File: config.mk
export PLATFORM = sky130hd
export DESIGN_NAME = apbI2c
export DESIGN_NICKNAME = d
export VERILOG_FILES = /design/src/hw/i2cPkg.sv /design/src/hw/syncFifo.sv /design/src/hw/apbRegs.sv /design/src/hw/i2cBitEngine.sv /design/src/hw/apbI2c.sv
export SDC_FILE = /design/constraint.sdc
export NUM_CORES = 1
export LEC_CHECK = 0
export BUFFER_PORTS_ARGS = -buffer_cell sky130_fd_sc_hd__buf_2
export CAP_MARGIN = 5
export CELL_PAD_IN_SITES_DETAIL_PLACEMENT = 0
export CELL_PAD_IN_SITES_GLOBAL_PLACEMENT = 1
export CORE_MARGIN = 10
export CORE_UTILIZATION = 46
export DETAILED_ROUTE_END_ITERATION = 6
export PLACE_DENSITY = 0.76
export REMOVE_ABC_BUFFERS = 1
export SETUP_SLACK_MARGIN = 0.4
export SLEW_MARGIN = 20
export SYNTH_ARGS = -nofsm -noshare
export SYNTH_HDL_FRONTEND = slang
export SYNTH_SLANG_ARGS = --single-unit
export TNS_END_PERCENT = 50
File: constraint.sdc
create_clock -name PCLK -period 3.12 [get_ports PCLK]
set_input_delay 0.312 -clock PCLK [delete_from_list [all_inputs] [get_ports PCLK]]
set_output_delay 0.312 -clock PCLK [all_outputs]
set_load 0.01 [all_outputs]
File: src/hw/i2cPkg.sv
//////////////////////////////////////////////////////////////////////
// I2C master shared definitions
// Register map, command word layout and bit engine states
//////////////////////////////////////////////////////////////////////

package i2cPkg;

	//////////////////////////////////////////////////////////////////////
	// APB register map
	//////////////////////////////////////////////////////////////////////

	// Transmit command word, write only
	localparam logic [31:0] regTxAddr = 32'd0;
	// Received byte, read
	localparam logic [31:0] regRxAddr = 32'd4;
	// Divider configuration, a write also clears the error
	localparam logic [31:0] regCfgAddr = 32'd8;
	// SCL stretch timeout in PCLK cycles, zero turns it off
	localparam logic [31:0] regTimeoutAddr = 32'd12;

	// Width of the configuration and timeout registers
	localparam int regWidth = 14;

	//////////////////////////////////////////////////////////////////////
	// Command word layout
	//////////////////////////////////////////////////////////////////////

	localparam int cmdWidth = 11;
	// Byte to send, bits 7 to 0
	localparam int cmdByteLsb = 0;
	// START before the byte
	localparam int cmdStartBit = 8;
	// STOP after the byte
	localparam int cmdStopBit = 9;
	// Byte is read from the slave
	localparam int cmdReadBit = 10;

	// Bit engine states, each one lasts an SCL half period
	typedef enum logic [3:0] {
		idle, startA, startB, bitLow, bitHigh, ackLow, ackHigh, stopA, stopB
	} engineState;

endpackage

File: src/hw/syncFifo.sv
//////////////////////////////////////////////////////////////////////
// Synchronous FIFO
// Circular buffer with extended pointers for full and empty flags
//////////////////////////////////////////////////////////////////////

`timescale 1ns/1ps

module syncFifo
#(
	parameter int fifoDepth = 4,
	parameter int width = 8
)
(
	input logic PCLK,
	input logic PRESETn,
	input logic push,
	input logic pop,
	input logic [width-1:0] wrData,
	output logic [width-1:0] rdData,
	output logic empty,
	output logic full
);

	// Address bits, pointers carry one extra wrap bit
	localparam int addrW = $clog2(fifoDepth);

	logic [width-1:0] mem [fifoDepth];
	logic [addrW:0] wrPtr;
	logic [addrW:0] rdPtr;

	// Same wrap bit and address means nothing stored
	assign empty = (wrPtr == rdPtr);
	// Opposite wrap bit with equal address means all slots used
	assign full = (wrPtr[addrW] != rdPtr[addrW]) &&
		(wrPtr[addrW-1:0] == rdPtr[addrW-1:0]);

	// Head of the queue, valid while not empty
	assign rdData = mem[rdPtr[addrW-1:0]];

	// Storage
	always_ff @(posedge PCLK)
	begin
		if (push)
			mem[wrPtr[addrW-1:0]] <= wrData;
	end

	// Pointers, push and pop may coincide
	always_ff @(posedge PCLK)
	begin
		if (!PRESETn)
		begin
			wrPtr <= '0;
			rdPtr <= '0;
		end
		else
		begin
			if (push)
				wrPtr <= wrPtr + 1'b1;
			if (pop)
				rdPtr <= rdPtr + 1'b1;
		end
	end

	assert property (@(posedge PCLK) disable iff (!PRESETn) pop |-> !empty);
	assert property (@(posedge PCLK) disable iff (!PRESETn) push |-> !full);

endmodule

File: src/hw/apbRegs.sv
//////////////////////////////////////////////////////////////////////
// APB register block
// Decodes the register map, strobes the FIFOs, holds the divider and
// timeout registers and stalls pReady on a full or empty FIFO
//////////////////////////////////////////////////////////////////////

`timescale 1ns/1ps

module apbRegs
(
	input logic PCLK,
	input logic PRESETn,
	// APB slave side
	input logic pSel,
	input logic pEnable,
	input logic pWrite,
	input logic [31:0] pAddr,
	input logic [31:0] pWdata,
	output logic [31:0] pRdata,
	output logic pReady,
	output logic pSlvErr,
	// Core status
	input logic txFull,
	input logic rxEmpty,
	input logic errFlag,
	input logic [7:0] rxHead,
	// FIFO strobes and config
	output logic txPush,
	output logic rxPop,
	output logic cfgWrite,
	output logic [i2cPkg::cmdWidth-1:0] txData,
	output logic [i2cPkg::regWidth-1:0] cfgDiv,
	output logic [i2cPkg::regWidth-1:0] cfgTimeout
);

	logic access;
	logic txSel;
	logic rxSel;
	logic toSel;

	// APB access phase
	assign access = pSel & pEnable;

	// Address decode, only the matching direction counts
	assign txSel = access & pWrite & (pAddr == i2cPkg::regTxAddr);
	assign rxSel = access & ~pWrite & (pAddr == i2cPkg::regRxAddr);
	assign cfgWrite = access & pWrite & (pAddr == i2cPkg::regCfgAddr);
	assign toSel = access & pWrite & (pAddr == i2cPkg::regTimeoutAddr);

	// Stall a TX write on a full FIFO, an RX read on an empty one
	assign pReady = access & ~(txSel & txFull) & ~(rxSel & rxEmpty);

	// Strobes fire only in the completing cycle
	assign txPush = txSel & ~txFull;
	assign rxPop = rxSel & ~rxEmpty;
	assign txData = pWdata[i2cPkg::cmdWidth-1:0];

	// Error comes straight from the engine
	assign pSlvErr = errFlag;

	//////////////////////////////////////////////////////////////////////
	// Read mux
	//////////////////////////////////////////////////////////////////////

	always_comb
	begin
		pRdata = '0;
		if (rxSel)
			pRdata = {24'd0, rxHead};
		// Config registers read back for debug
		else if (pAddr == i2cPkg::regCfgAddr)
			pRdata = {{(32-i2cPkg::regWidth){1'b0}}, cfgDiv};
		else if (pAddr == i2cPkg::regTimeoutAddr)
			pRdata = {{(32-i2cPkg::regWidth){1'b0}}, cfgTimeout};
	end

	//////////////////////////////////////////////////////////////////////
	// Divider and timeout registers
	//////////////////////////////////////////////////////////////////////

	always_ff @(posedge PCLK)
	begin
		if (!PRESETn)
		begin
			cfgDiv <= '0;
			cfgTimeout <= '0;
		end
		else
		begin
			if (cfgWrite)
				cfgDiv <= pWdata[i2cPkg::regWidth-1:0];
			if (toSel)
				cfgTimeout <= pWdata[i2cPkg::regWidth-1:0];
		end
	end

	// Access phase only comes with the slave selected
	assert property (@(posedge PCLK) disable iff (!PRESETn) pEnable |-> pSel);

	// A stalled access keeps its address, direction and data
	assert property (@(posedge PCLK) disable iff (!PRESETn)
		(access && !pReady) |=> (access && $stable(pAddr) && $stable(pWrite) &&
		$stable(pWdata)));

endmodule

File: src/hw/i2cBitEngine.sv
//////////////////////////////////////////////////////////////////////
// I2C master bit engine
// Runs one command word per pass: START, eight bits, acknowledge and
// STOP, with SCL stretch timeout and a sticky error flag
//////////////////////////////////////////////////////////////////////

`timescale 1ns/1ps

module i2cBitEngine
(
	input logic PCLK,
	input logic PRESETn,
	input logic txEmpty,
	input logic [i2cPkg::cmdWidth-1:0] txHead,
	input logic rxFull,
	input logic [i2cPkg::regWidth-1:0] cfgDiv,
	input logic [i2cPkg::regWidth-1:0] cfgTimeout,
	input logic cfgWrite,
	input logic sclIn,
	input logic sdaIn,
	output logic txPop,
	output logic rxPush,
	output logic [7:0] rxByte,
	output logic sclOe,
	output logic sdaOe,
	output logic errFlag
);

	i2cPkg::engineState state;
	i2cPkg::engineState nextState;

	logic [i2cPkg::regWidth-1:0] divCnt;
	logic [i2cPkg::regWidth-1:0] stretchCnt;
	logic [2:0] bitCnt;
	logic [7:0] shReg;
	logic busHeld;
	logic sdaNext;
	logic [7:0] txByte;
	logic cmdRead;
	logic cmdStop;
	logic cmdGo;
	logic stretched;
	logic halfDone;
	logic nackHit;
	logic timeoutHit;

	// Command fields, the word stays at the FIFO head until txPop
	assign txByte = txHead[i2cPkg::cmdByteLsb +: 8];
	assign cmdRead = txHead[i2cPkg::cmdReadBit];
	assign cmdStop = txHead[i2cPkg::cmdStopBit];

	// Start only with no error pending and room for a read byte
	assign cmdGo = !txEmpty && !errFlag && !(cmdRead && rxFull);

	// SCL pulled low by the engine in low phases and while holding the bus
	always_comb
	begin
		case (state)
			i2cPkg::idle: sclOe = busHeld;
			i2cPkg::bitLow, i2cPkg::ackLow, i2cPkg::stopA: sclOe = 1'b1;
			default: sclOe = 1'b0;
		endcase
	end

	// Slave holds SCL low after we released it
	assign stretched = (state != i2cPkg::idle) && !sclOe && !sclIn;
	// Half period is cfgDiv+1 cycles, frozen during a stretch
	assign halfDone = (state != i2cPkg::idle) && !stretched && (divCnt >= cfgDiv);
	assign timeoutHit = stretched && (cfgTimeout != '0) && (stretchCnt >= cfgTimeout);
	// Slave left SDA high on the ninth bit of a write
	assign nackHit = (state == i2cPkg::ackHigh) && halfDone && !cmdRead && sdaIn;

	// SDA value for the current state, applied one cycle late
	always_comb
	begin
		case (state)
			i2cPkg::startB, i2cPkg::stopA, i2cPkg::stopB: sdaNext = 1'b1;
			i2cPkg::bitLow, i2cPkg::bitHigh: sdaNext = !cmdRead && !txByte[bitCnt];
			// ACK a read byte unless it is the last one
			i2cPkg::ackLow, i2cPkg::ackHigh: sdaNext = cmdRead && !cmdStop;
			default: sdaNext = 1'b0;
		endcase
	end

	//////////////////////////////////////////////////////////////////////
	// Next state
	//////////////////////////////////////////////////////////////////////

	always_comb
	begin
		nextState = state;
		case (state)
			i2cPkg::idle:
				if (cmdGo)
					nextState = txHead[i2cPkg::cmdStartBit] ? i2cPkg::startA : i2cPkg::bitLow;
			i2cPkg::startA: if (halfDone) nextState = i2cPkg::startB;
			i2cPkg::startB: if (halfDone) nextState = i2cPkg::bitLow;
			i2cPkg::bitLow: if (halfDone) nextState = i2cPkg::bitHigh;
			i2cPkg::bitHigh:
				if (halfDone)
					nextState = (bitCnt == 3'd0) ? i2cPkg::ackLow : i2cPkg::bitLow;
			i2cPkg::ackLow: if (halfDone) nextState = i2cPkg::ackHigh;
			i2cPkg::ackHigh:
				if (halfDone)
					nextState = (nackHit || !cmdStop) ? i2cPkg::idle : i2cPkg::stopA;
			i2cPkg::stopA: if (halfDone) nextState = i2cPkg::stopB;
			i2cPkg::stopB: if (halfDone) nextState = i2cPkg::idle;
			default: nextState = i2cPkg::idle;
		endcase
		// Timeout drops the command wherever it is
		if (timeoutHit)
			nextState = i2cPkg::idle;
	end

	// Command retires after its ninth bit or its STOP, or on an error
	assign txPop = timeoutHit || (halfDone && (((state == i2cPkg::ackHigh) &&
		(nackHit || !cmdStop)) || (state == i2cPkg::stopB)));
	assign rxPush = (state == i2cPkg::ackHigh) && halfDone && cmdRead;
	assign rxByte = shReg;

	//////////////////////////////////////////////////////////////////////
	// Counters and flags
	//////////////////////////////////////////////////////////////////////

	always_ff @(posedge PCLK)
	begin
		if (!PRESETn)
		begin
			state <= i2cPkg::idle;
			divCnt <= '0;
			stretchCnt <= '0;
			bitCnt <= '0;
			busHeld <= 1'b0;
			errFlag <= 1'b0;
			sdaOe <= 1'b0;
		end
		else
		begin
			state <= nextState;
			// Lag keeps SDA edges inside the SCL low phase, needs cfgDiv >= 1
			sdaOe <= sdaNext;
			// Divider restarts on every state change
			if (nextState != state || state == i2cPkg::idle)
				divCnt <= '0;
			else if (!stretched)
				divCnt <= divCnt + 1'b1;
			if (stretched)
				stretchCnt <= stretchCnt + 1'b1;
			else
				stretchCnt <= '0;
			// MSB first
			if (state == i2cPkg::idle && cmdGo)
				bitCnt <= 3'd7;
			else if (state == i2cPkg::bitHigh && halfDone)
				bitCnt <= bitCnt - 1'b1;
			// Keep SCL low between commands until a STOP
			if (nackHit || timeoutHit || (state == i2cPkg::stopB && halfDone))
				busHeld <= 1'b0;
			else if (state == i2cPkg::ackHigh && halfDone && !cmdStop)
				busHeld <= 1'b1;
			// Sticky until the next config write, a new error wins
			if (nackHit || timeoutHit)
				errFlag <= 1'b1;
			else if (cfgWrite)
				errFlag <= 1'b0;
		end
	end

	// Read data, sampled at the end of each SCL high phase
	always_ff @(posedge PCLK)
	begin
		if (state == i2cPkg::bitHigh && halfDone && cmdRead)
			shReg <= {shReg[6:0], sdaIn};
	end

	// SDA only moves under a high SCL for START and STOP
	assert property (@(posedge PCLK) disable iff (!PRESETn)
		(!sclOe && $past(!sclOe) && sclIn && $past(sclIn) &&
		state != i2cPkg::startB && $past(state, 2) != i2cPkg::stopB) |-> $stable(sdaOe));

endmodule

File: src/hw/apbI2c.sv
//////////////////////////////////////////////////////////////////////
// APB to I2C master top level
// Register block, command and receive FIFOs and the bit engine
//////////////////////////////////////////////////////////////////////

`timescale 1ns/1ps

module apbI2c
#(
	parameter int fifoDepth = 4
)
(
	input logic PCLK,
	input logic PRESETn,
	// APB
	input logic pSel,
	input logic pEnable,
	input logic pWrite,
	input logic [31:0] pAddr,
	input logic [31:0] pWdata,
	output logic [31:0] pRdata,
	output logic pReady,
	output logic pSlvErr,
	// Empty FIFO levels
	output logic intTx,
	output logic intRx,
	// Open-drain I2C pins
	input logic sclIn,
	input logic sdaIn,
	output logic sclOe,
	output logic sdaOe
);

	logic txPush;
	logic txPop;
	logic txEmpty;
	logic txFull;
	logic [i2cPkg::cmdWidth-1:0] txData;
	logic [i2cPkg::cmdWidth-1:0] txHead;
	logic rxPush;
	logic rxPop;
	logic rxEmpty;
	logic rxFull;
	logic [7:0] rxByte;
	logic [7:0] rxHead;
	logic cfgWrite;
	logic errFlag;
	logic [i2cPkg::regWidth-1:0] cfgDiv;
	logic [i2cPkg::regWidth-1:0] cfgTimeout;

	// Interrupt levels
	assign intTx = txEmpty;
	assign intRx = rxEmpty;

	apbRegs regs_i (
		.PCLK(PCLK), .PRESETn(PRESETn),
		.pSel(pSel), .pEnable(pEnable), .pWrite(pWrite),
		.pAddr(pAddr), .pWdata(pWdata),
		.pRdata(pRdata), .pReady(pReady), .pSlvErr(pSlvErr),
		.txFull(txFull), .rxEmpty(rxEmpty), .errFlag(errFlag), .rxHead(rxHead),
		.txPush(txPush), .rxPop(rxPop), .cfgWrite(cfgWrite), .txData(txData),
		.cfgDiv(cfgDiv), .cfgTimeout(cfgTimeout)
	);

	// Command words from software
	syncFifo #(.fifoDepth(fifoDepth), .width(i2cPkg::cmdWidth)) txFifo (
		.PCLK(PCLK), .PRESETn(PRESETn),
		.push(txPush), .pop(txPop), .wrData(txData),
		.rdData(txHead), .empty(txEmpty), .full(txFull)
	);

	// Bytes read from the slave
	syncFifo #(.fifoDepth(fifoDepth), .width(8)) rxFifo (
		.PCLK(PCLK), .PRESETn(PRESETn),
		.push(rxPush), .pop(rxPop), .wrData(rxByte),
		.rdData(rxHead), .empty(rxEmpty), .full(rxFull)
	);

	i2cBitEngine engine_i (
		.PCLK(PCLK), .PRESETn(PRESETn),
		.txEmpty(txEmpty), .txHead(txHead), .rxFull(rxFull),
		.cfgDiv(cfgDiv), .cfgTimeout(cfgTimeout), .cfgWrite(cfgWrite),
		.sclIn(sclIn), .sdaIn(sdaIn),
		.txPop(txPop), .rxPush(rxPush), .rxByte(rxByte),
		.sclOe(sclOe), .sdaOe(sdaOe), .errFlag(errFlag)
	);

endmodule

==> results of run 1 <==
-- layout by cell type (no fill, tap or decap), drive strengths merged, types with 11 or more instances in the layout --
cell type / count
nor3: 21
xor2: 25
ha: 42
clkbuf: 20
nand2: 43
nor2: 45
dfxtp: 82
a21oi: 24
inv: 56
buf: 91
nand4: 13
nand3: 12
nor2b: 35
mux2i: 46
nor4: 16
conb: 18
edfxtp: 84
mux4: 21
and3: 11
o21ai: 13
-- worst max-delay path: stages --
cell                      delay (ns)
sky130_fd_sc_hd__buf_2          0.10
sky130_fd_sc_hd__nor4_1         0.35
sky130_fd_sc_hd__nand4_1        0.22
sky130_fd_sc_hd__or4_1          0.80
sky130_fd_sc_hd__o22ai_1        0.35
sky130_fd_sc_hd__buf_2          0.19
-- timing repair --
action | CTS | global route
setup buffers | 1 | 0
resized for setup | 3 | 10
endpoints found under the setup margin | 47 | 52
pin swaps | 0 | 2
-- state kept, by name, summed over array words and instances (netlist names), named ones only --
name                 flops
engine_i.busHeld         1
txFifo.rdPtr             3
txFifo.wrPtr             3
engine_i.rxByte          8
engine_i.stretchCnt     14
engine_i.errFlag         1
rxFifo.wrPtr             3
engine_i.divCnt         14
engine_i.bitCnt          3
regs_i.cfgDiv           14
regs_i.cfgTimeout       14
engine_i.state           4
txFifo.mem              44
rxFifo.mem              32
rxFifo.rdPtr             3
engine_i.sdaOe           1
-- power groups by stage --
stage          clock network, W  logic (W)  registers (W)
2_1_floorplan                 0  0.0000286        0.00233
3_3_place_gp                  0  0.0000985        0.00233
3_5_place_dp                  0   0.000101        0.00233
4_1_cts                 0.00207   0.000103        0.00228
5_1_grt                 0.00216   0.000111        0.00228
6_report                0.00203   0.000103        0.00228
-- cell type report --
| cell class | count | area (sq um) | share of cell area, % |
|---|---|---|---|
| Clock buffer | 20 | 468 | 4.99 |
| Clock inverter | 12 | 108 | 1.15 |
| Inverter | 48 | 180 | 1.92 |
| Multi-Input combinational cell | 476 | 3660 | 39.1 |
| Sequential cell | 166 | 4160 | 44.4 |
| Tap cell | 225 | 282 | 3.00 |
| Timing Repair Buffer | 91 | 507 | 5.41 |
-- metal layers --
layer	up-vias	part of all wire, %
met5	-	0.037
met4	2	1.6
met3	30	4.8
met2	132	51
met1	2775	43
li1	2734	-
-- path summary, 6_finish.rpt --
check                                      end  slack (ns)
min reg2reg  engine_i.stretchCnt[0]$_SDFF_PN0_        0.48
min               engine_i.rxByte[0]$_DFFE_PP_        0.13
max reg2reg   engine_i.divCnt[13]$_SDFFE_PP0N_        0.59
max                                  pRdata[7]        0.49
-- kinds of logic (layout without fill, tap and decap cells) --
kind of cell    count (synthesis)  in the layout  synth area share (%)
compound gates                 85             85                  6.99
xor+xnor                       35             35                  3.76
fa+ha+maj                      42             42                  6.44
buf+inv                        94            171                  5.49
flops                         166            166                  51.0
mux                            69             69                  11.7
other cells                     1             18                0.0459
simple gates                  227            227                  14.6
-- metrics by stage --
step / instances / hold WS, ns / instance area, sq um
after floorplan: 690 / 0.411 / 7960
after global placement: 1005 / 0.458 / 8740
after detailed placement: 1005 / 0.469 / 8740
after CTS: 1038 / 0.122 / 9330
after global routing: 1038 / 0.124 / 9370
final: 1038 / 0.134 / 9370
==> qor.csv, run 1 <==
metric,value,unit
switching power share of the total,22.2,%
unique cell type count in the Yosys netlist,59,
largest net degree at the start of global routing,39,
Slew @ Worst Pin,0.695,ns
synth top area cells,"sky130_fd_sc_hd__edfxtp_1 31%, sky130_fd_sc_hd__dfxtp_1 20%, sky130_fd_sc_hd__ha_1 6.4%",
M3 GR Usage,3.82,%
GR peak layer,met2,
worst setup slack after layout,0.489,ns
final-layout fill cell count,1533,
Reg2Reg Depth,10,
"Async S/R FF share, synth",0,%
Root Buffer,sky130_fd_sc_hd__clkbuf_16,
count of pins on the block boundary,109,
dominant cell by count in the synthesized netlist,sky130_fd_sc_hd__edfxtp_1,
Worst Clk Skew,0.0170,ns
endpoints failing setup,0,
total routing resource utilization after global routing,16.5,%
via count,5673,
number of hold-slack violations in the final timing report,0,
Setup TNS Final,0,ns
initial core utilization,47.0,%
Antenna Nets Post-Route,0,
global placer's final weighted congestion,0.862,
source-to-sink clock delay at the later pin of the worst-skew pair,0.43,ns
internal power,0.00343,W
Maximum Capacitance Violations,0,
clock buffers created by TritonCTS,17,
detailed-routing iteration count for the pre-antenna-repair pass,4,
total of buffers placed on input and output ports,72,
M1 GR Usage,20.1,%
"EDFF count, synth",84,
Syn Std Cell Area,0.00816,sq mm
"CTS clk-pin slew, worst paths",0.07,ns
H-tree depth,4,
NumNets Final,913,
global-route wire length before repair,31300,um
min Tclk post-route,2.63,ns
Tot Pwr,0.00441,W
half-perimeter wire length after detailed placement,14300,um
Clk pwr share,46.0,%
relative slew slack,53.6,%
Die Area,0.0235,sq mm
maximum fanout encountered on the critical timing path,13,
most frequent cells after synthesis,"84 x sky130_fd_sc_hd__edfxtp_1, 82 x sky130_fd_sc_hd__dfxtp_1, 48 x sky130_fd_sc_hd__inv_1",
Avg WL per Cell,18.4,um
RSZ-0062 raised after global routing,false,
critical path type,in2out,
width of the die,153,um
Comb pwr share,2.3,%
warning count from the yosys run,0,
Synth top area share,30.9,%
CTS tree,built,
element type at the critical path end,output port,
met2 usage,28.3,%
origin of the worst setup path,pAddr[15],
number of register bits inferred by synthesis,166,
Iteration-0 DRC Markers,266,
"Avg Cell Area, Syn",11.4,sq um
Reg power frac,51.6,%
# diodes,0,
Clock Path Buffers,2,
static power due to leakage,3.46,nW
drc violations,0,
final WL,19100,um
clock tree sinks,166,
number of pins exceeding their max-slew limit in the final report,0,
total congestion overflow,0,
cell count after synthesis,719,
Net Sw Power,0.000978,W
hold_sp,sdaIn,
most area-hungry cell type in the Yosys netlist,sky130_fd_sc_hd__edfxtp_1,
sequential cell area fraction in the yosys report,51.0,%
required time reported for the critical path endpoint,2.81,ns
instance count along the most critical hold path,1,
final worst path period share,84.3,%
most used flip-flop cell after synthesis,sky130_fd_sc_hd__edfxtp_1,
startpoint type of the worst setup path,input pin,
num rows,48,
Placement Setup Slack,0.148,ns
number of antenna violations at the first check in global routing,1,
detailed-route vias per instance,5.47,
final core utilization,54.0,%
share of cells above drive strength 1,19.6,%
launching point of the worst reg2reg path,regs_i.cfgTimeout[5]$_SDFFE_PN0P_,
Vert. Die Dim,153,um
Max Clock Freq,380,MHz
vias in the first global route,5889,
worst path arrival time,2.32,ns
Area Growth Syn to Fin,14.8,%
HP Class,in2reg,
Post-CTS Hold Buffers,0,
Max IR drop VDD,434,uV
power per standard cell area,471,mW/mm^2
outcome,finished clean,
Core Region,0.0174,sq mm
Note: power is estimated with default switching activity, not from simulation.
==> run 2, diff against run 1 <==
Clock period 3.12 ns to 2.5 ns, I/O delays scaled along.
==> qor.csv, run 2 (same netlist as run 1, synthesis figures left out) <==
metric,value,unit
outcome,finished clean,
power per standard cell area,550,mW/mm^2
source-to-sink clock delay at the later pin of the worst-skew pair,0.44,ns
half-perimeter wire length after detailed placement,14400,um
Reg2Reg Depth,11,
element type at the critical path end,register,
final worst path period share,92.7,%
global placer's final weighted congestion,0.837,
Iteration-0 DRC Markers,255,
most common library cell in the layout ignoring fill and taps,sky130_fd_sc_hd__edfxtp_1,
Worst Clk Skew,0.0125,ns
via count,5867,
Antenna Nets Post-Route,0,
worst reg2reg path endpoint,engine_i.divCnt[9]$_SDFFE_PP0N_,
instance count along the most critical hold path,1,
detailed-route vias per instance,5.38,
detailed-routing iteration count for the pre-antenna-repair pass,4,
NumNets Final,965,
worst setup slack after layout,0.184,ns
total congestion overflow,0,
clock buffers created by TritonCTS,17,
clock tree sinks,166,
area taken by multi-input logic gates,0.00406,sq mm
Clock Path Buffers,2,
launching point of the worst reg2reg path,regs_i.cfgTimeout[5]$_SDFFE_PN0P_,
total of buffers placed on input and output ports,72,
critical path type,reg2reg,
min Tclk post-route,2.32,ns
Die Area,0.0235,sq mm
worst-case register-to-register setup slack,0.18,ns
Core Region,0.0174,sq mm
Area Growth Syn to Fin,26.7,%
CTS tree,built,
RSZ-0062 raised after global routing,true,
share of cells above drive strength 1,35.4,%
Avg WL per Cell,18.7,um
final WL,20400,um
number of pins exceeding their max-slew limit in the final report,0,
number of hold-slack violations in the final timing report,0,
num rows,48,
"flip-flop count of the largest register, all copies and words added",44,
global-route wire length before repair,31300,um
startpoint type of the worst setup path,register,
total routing resource utilization after global routing,16.6,%
area used by sequential logic in the layout,0.00420,sq mm
final-layout fill cell count,1410,
Maximum Capacitance Violations,0,
Placement Setup Slack,-0.00442,ns
Tot Pwr,0.00569,W
drc violations,0,
Max IR drop VDD,578,uV
"CTS clk-pin slew, worst paths",0.07,ns
Max Clock Freq,432,MHz
initial core utilization,47.0,%
required time reported for the critical path endpoint,2.85,ns
hold_sp,pWdata[3],
Vert. Die Dim,153,um
largest net degree at the start of global routing,33,
"leading cell types in the layout, fill and taps excluded","84 x sky130_fd_sc_hd__edfxtp_1, 72 x sky130_fd_sc_hd__buf_2, 56 x sky130_fd_sc_hd__buf_4, 54 x sky130_fd_sc_hd__dfxtp_1, 45 x sky130_fd_sc_hd__mux2i_1",
count of pins on the block boundary,109,
maximum fanout encountered on the critical timing path,14,
endpoints failing setup,0,
Root Buffer,sky130_fd_sc_hd__clkbuf_16,
static power due to leakage,3.85,nW
origin of the worst setup path,regs_i.cfgTimeout[5]$_SDFFE_PN0P_,
width of the die,153,um
HP Class,in2reg,
Hold Crit Endpoint,txFifo.mem[0][3]$_DFFE_PP_,
number of antenna violations at the first check in global routing,1,
H-tree depth,4,
worst path arrival time,2.67,ns
Post-CTS Hold Buffers,0,
vias in the first global route,5881,
## run 2: cell types whose count changed in the layout (fill, tap and decap cells not counted), moves of 13 or more
cell,change
sky130_fd_sc_hd__ha_1,-13
sky130_fd_sc_hd__dfxtp_1,-28
sky130_fd_sc_hd__nor3_1,-13
sky130_fd_sc_hd__ha_4,+13
sky130_fd_sc_hd__dfxtp_2,+26
sky130_fd_sc_hd__buf_4,+38
## run 2: worst max path at each step
stage	end	depth (start not counted)
2_1_floorplan	engine_i.divCnt[0]$_SDFFE_PP0N_	9
3_3_place_gp	rxFifo.mem[3][1]$_DFFE_PP_	9
3_5_place_dp	rxFifo.mem[3][1]$_DFFE_PP_	9
4_1_cts	rxFifo.mem[3][0]$_DFFE_PP_	9
5_1_grt	engine_i.divCnt[9]$_SDFFE_PP0N_	11
6_report	engine_i.divCnt[9]$_SDFFE_PP0N_	11
## run 2: per-layer routing
| layer | GRT usage, % | wire length (um) | vias to the layer above |
|---|---|---|---|
| li1 | - | - | 2836 |
| met1 | 20.6 | 8850 | 2877 |
| met2 | 27.6 | 10300 | 121 |
| met3 | 3.56 | 858 | 33 |
| met4 | 6.36 | 398 | 0 |
| met5 | 0 | 0 | - |
## run 2: what timing repair did
| action | 4_1_cts | 5_1_grt |
|---|---|---|
| endpoints found under the setup margin | 80 | 81 |
| pin swaps | 20 | 17 |
| buffers inserted | 6 | 5 |
| gates cloned | 1 | 0 |
| resized for setup | 74 | 58 |
## run 2: cell type report
type / instances / area share [%]
Antenna cell: 1 / 0.0242
Clock buffer: 17 / 4.11
Clock inverter: 15 / 1.73
Inverter: 48 / 1.74
Multi-Input combinational cell: 476 / 39.3
Sequential cell: 166 / 40.6
Tap cell: 225 / 2.72
Timing Repair Buffer: 143 / 9.76
## run 2: per-stage QoR
step / hold slack, ns / cells / TNS, ns / area, sq um / utilization, %
floorplan: 0.349 / 690 / -0.577 / 7960 / -
global placement: 0.457 / 1046 / 0 / 9120 / 52.6
detailed placement: 0.467 / 1046 / -0.0330 / 9120 / 52.6
CTS: 0.0595 / 1085 / 0 / 10000 / 57.7
global route: 0.0751 / 1091 / 0 / 10300 / 59.6
finish: 0.0884 / 1091 / 0 / 10300 / 59.6
## run 2: power by group
group | switching [W] | leakage (nW) | internal [W]
clock network | 0.00119 | 0.303 | 0.00152
registers | 0.00000000433 | 1.43 | 0.00284
logic | 0.0000897 | 2.12 | 0.0000551
## run 2: critical path, stage by stage (launching register included)
cell and delay [ns]:
sky130_fd_sc_hd__dfxtp_2 0.34, sky130_fd_sc_hd__inv_2 0.05, sky130_fd_sc_hd__ha_4 0.23, sky130_fd_sc_hd__a211o_1 0.31, sky130_fd_sc_hd__a21oi_2 0.16, sky130_fd_sc_hd__o211ai_1 0.12
sky130_fd_sc_hd__a21oi_1 0.19, sky130_fd_sc_hd__buf_4 0.17, sky130_fd_sc_hd__o21ai_2 0.08, sky130_fd_sc_hd__nand3b_1 0.20, sky130_fd_sc_hd__buf_6 0.18, sky130_fd_sc_hd__nor3_1 0.20
==> run 3, diff against run 2 <==
Settings changed: CORE_UTILIZATION 46 to 48, CTS_BUF_LIST from default to sky130_fd_sc_hd__clkbuf_2 sky130_fd_sc_hd__clkbuf_4 sky130_fd_sc_hd__clkbuf_8, PLACE_DENSITY 0.76 to 0.79.
==> qor.csv, run 3 (same netlist as run 1, synthesis figures left out) <==
metric,value,unit
element type at the critical path end,register,
Net Sw Power,0.00121,W
largest net degree at the start of global routing,22,
H-tree depth,4,
number of antenna violations at the first check in global routing,1,
Comb pwr share,2.9,%
detailed-route vias per instance,5.43,
relative slew slack,65.1,%
Maximum Capacitance Violations,0,
initial core utilization,49.0,%
Antenna Nets Post-Route,0,
number of placed cells counting well taps,1040,
global placer's final weighted congestion,0.850,
final WL,20100,um
HP Class,in2reg,
source-to-sink clock delay at the later pin of the worst-skew pair,0.47,ns
clock buffers created by TritonCTS,17,
half-perimeter wire length after detailed placement,14500,um
Setup TNS Final,0,ns
endpoints failing setup,0,
width of the die,150,um
delay of the slowest cell on the worst path,0.35,ns
Slew @ Worst Pin,0.521,ns
Max Clock Freq,434,MHz
maximum fanout encountered on the critical timing path,7,
number of pins exceeding their max-slew limit in the final report,0,
Die Area,0.0226,sq mm
via count,5933,
total congestion overflow,0,
worst-path cell with the longest stage delay,sky130_fd_sc_hd__dfxtp_2,
total of buffers placed on input and output ports,72,
cell chain of the critical path,inv_2 -> ha_4 -> a211o_1 -> a21oi_2 -> o211ai_1 -> a21oi_1 -> buf_4 -> o21ai_4 -> nand3b_1 -> buf_6 -> nor3_2,
required time reported for the critical path endpoint,2.88,ns
internal power,0.00364,W
"flip-flop count of the largest register, all copies and words added",44,
Reg power frac,58.5,%
area taken by multi-input logic gates,0.00401,sq mm
num rows,47,
final-layout fill cell count,1338,
Post-CTS Hold Buffers,0,
total routing resource utilization after global routing,18.0,%
CTS tree,built,
Clk pwr share,38.7,%
final non-filler cell total,1092,
global-route wire length before repair,31800,um
static power due to leakage,3.79,nW
clock tree sinks,166,
"leading cell types in the layout, fill and taps excluded","84 x sky130_fd_sc_hd__edfxtp_1, 72 x sky130_fd_sc_hd__buf_2, 61 x sky130_fd_sc_hd__buf_4, 51 x sky130_fd_sc_hd__dfxtp_1, 46 x sky130_fd_sc_hd__mux2i_1",
switching power share of the total,25.0,%
Max IR drop VDD,448,uV
area used by sequential logic in the layout,0.00421,sq mm
vias in the first global route,6114,
Worst Clk Skew,0.0130,ns
final worst path period share,92.2,%
Root Buffer,sky130_fd_sc_hd__clkbuf_8,
RSZ-0062 raised after global routing,true,
number of hold-slack violations in the final timing report,0,
Vert. Die Dim,150,um
outcome,finished clean,
share of cells above drive strength 1,34.8,%
NumNets Final,971,
Core Region,0.0166,sq mm
count of pins on the block boundary,109,
detailed-routing iteration count for the pre-antenna-repair pass,5,
critical path type,reg2reg,
startpoint type of the worst setup path,register,
Avg WL per Cell,18.4,um
drc violations,0,
Area Growth Syn to Fin,23.9,%
worst path arrival time,2.68,ns
min Tclk post-route,2.31,ns
power per standard cell area,480,mW/mm^2
Clock Path Buffers,2,
most common library cell in the layout ignoring fill and taps,sky130_fd_sc_hd__edfxtp_1,
"CTS clk-pin slew, worst paths",0.09,ns
Iteration-0 DRC Markers,313,
==> run 3: cell count changes in the layout (fill, tap and decap cells not counted), moves of 5 or more <==
cell	delta
sky130_fd_sc_hd__clkbuf_16	-17
sky130_fd_sc_hd__clkbuf_8	+17
sky130_fd_sc_hd__buf_4	+5
sky130_fd_sc_hd__nor4_1	+5
==> run 3: timing repair <==
item,4_1_cts,5_1_grt
setup endpoints to repair,80,82
gates cloned,0,2
resized for setup,85,46
pin swaps,35,18
buffers inserted,13,4
==> run 3: power groups by stage <==
stage	Sequential, W	Combinational (W)	Clock, W
2_1_floorplan	0.00290	0.0000357	0
3_3_place_gp	0.00290	0.000126	0
3_5_place_dp	0.00290	0.000129	0
4_1_cts	0.00284	0.000133	0.00191
5_1_grt	0.00284	0.000151	0.00204
6_report	0.00284	0.000140	0.00188
==> run 3: path summary, 6_finish.rpt <==
path / slack [ns] / from / cells past startpoint / end
setup / recovery: 0.19 / regs_i.cfgTimeout[5]$_SDFFE_PN0P_ / 11 / engine_i.divCnt[3]$_SDFFE_PP0N_
hold reg to reg: 0.44 / engine_i.stretchCnt[0]$_SDFF_PN0_ / 1 / engine_i.stretchCnt[0]$_SDFF_PN0_
setup reg to reg: 0.19 / regs_i.cfgTimeout[5]$_SDFFE_PN0P_ / 11 / engine_i.divCnt[3]$_SDFFE_PP0N_
hold / removal: 0.06 / pWdata[3] / 1 / txFifo.mem[2][3]$_DFFE_PP_
==> run 3: final cells by class <==
type                       instances  share of cell area [%]
clock buffer                      17                    2.31
timing repair buffer             149                    10.3
sequential                       166                    41.6
inverter                          48                    1.78
tap                              220                    2.72
antenna                            1                  0.0247
multi-input combinational        476                    39.7
clock inverter                    15                    1.47
==> run 3: stage by stage <==
stage | power (W) | hold WS, ns | utilization, % | instance area (sq um) | worst slack [ns]
2_1_floorplan | 0.00294 | 0.349 | - | 7960 | -0.0311
3_3_place_gp | 0.00303 | 0.460 | 54.7 | 9090 | 0.0484
3_5_place_dp | 0.00303 | 0.463 | 54.7 | 9090 | -0.0627
4_1_cts | 0.00488 | 0.0434 | 59.3 | 9870 | 0.205
5_1_grt | 0.00503 | 0.0476 | 60.7 | 10100 | 0.0629
6_report | 0.00485 | 0.0640 | 60.8 | 10100 | 0.194
==> run 3: critical path, delay by kind of cell, from the launching register on <==
family                   cells  cell delay [ns]
buffers and inverters        3             0.40
AND/OR/NAND/NOR              2             0.42
adder cells (fa/ha/maj)      1             0.20
flip-flops                   1             0.35
AO/OA/AOI/OAI                5             0.83
==> run 3: per-layer routing <==
metal	wire (um)	vias up	GRT usage, %	share of wire [%]
met4	273	0	5.39	1.4
met5	0	-	0	0
met2	10200	123	30.7	51
li1	-	2838	-	-
met3	979	23	3.66	4.9
met1	8690	2949	22.4	43
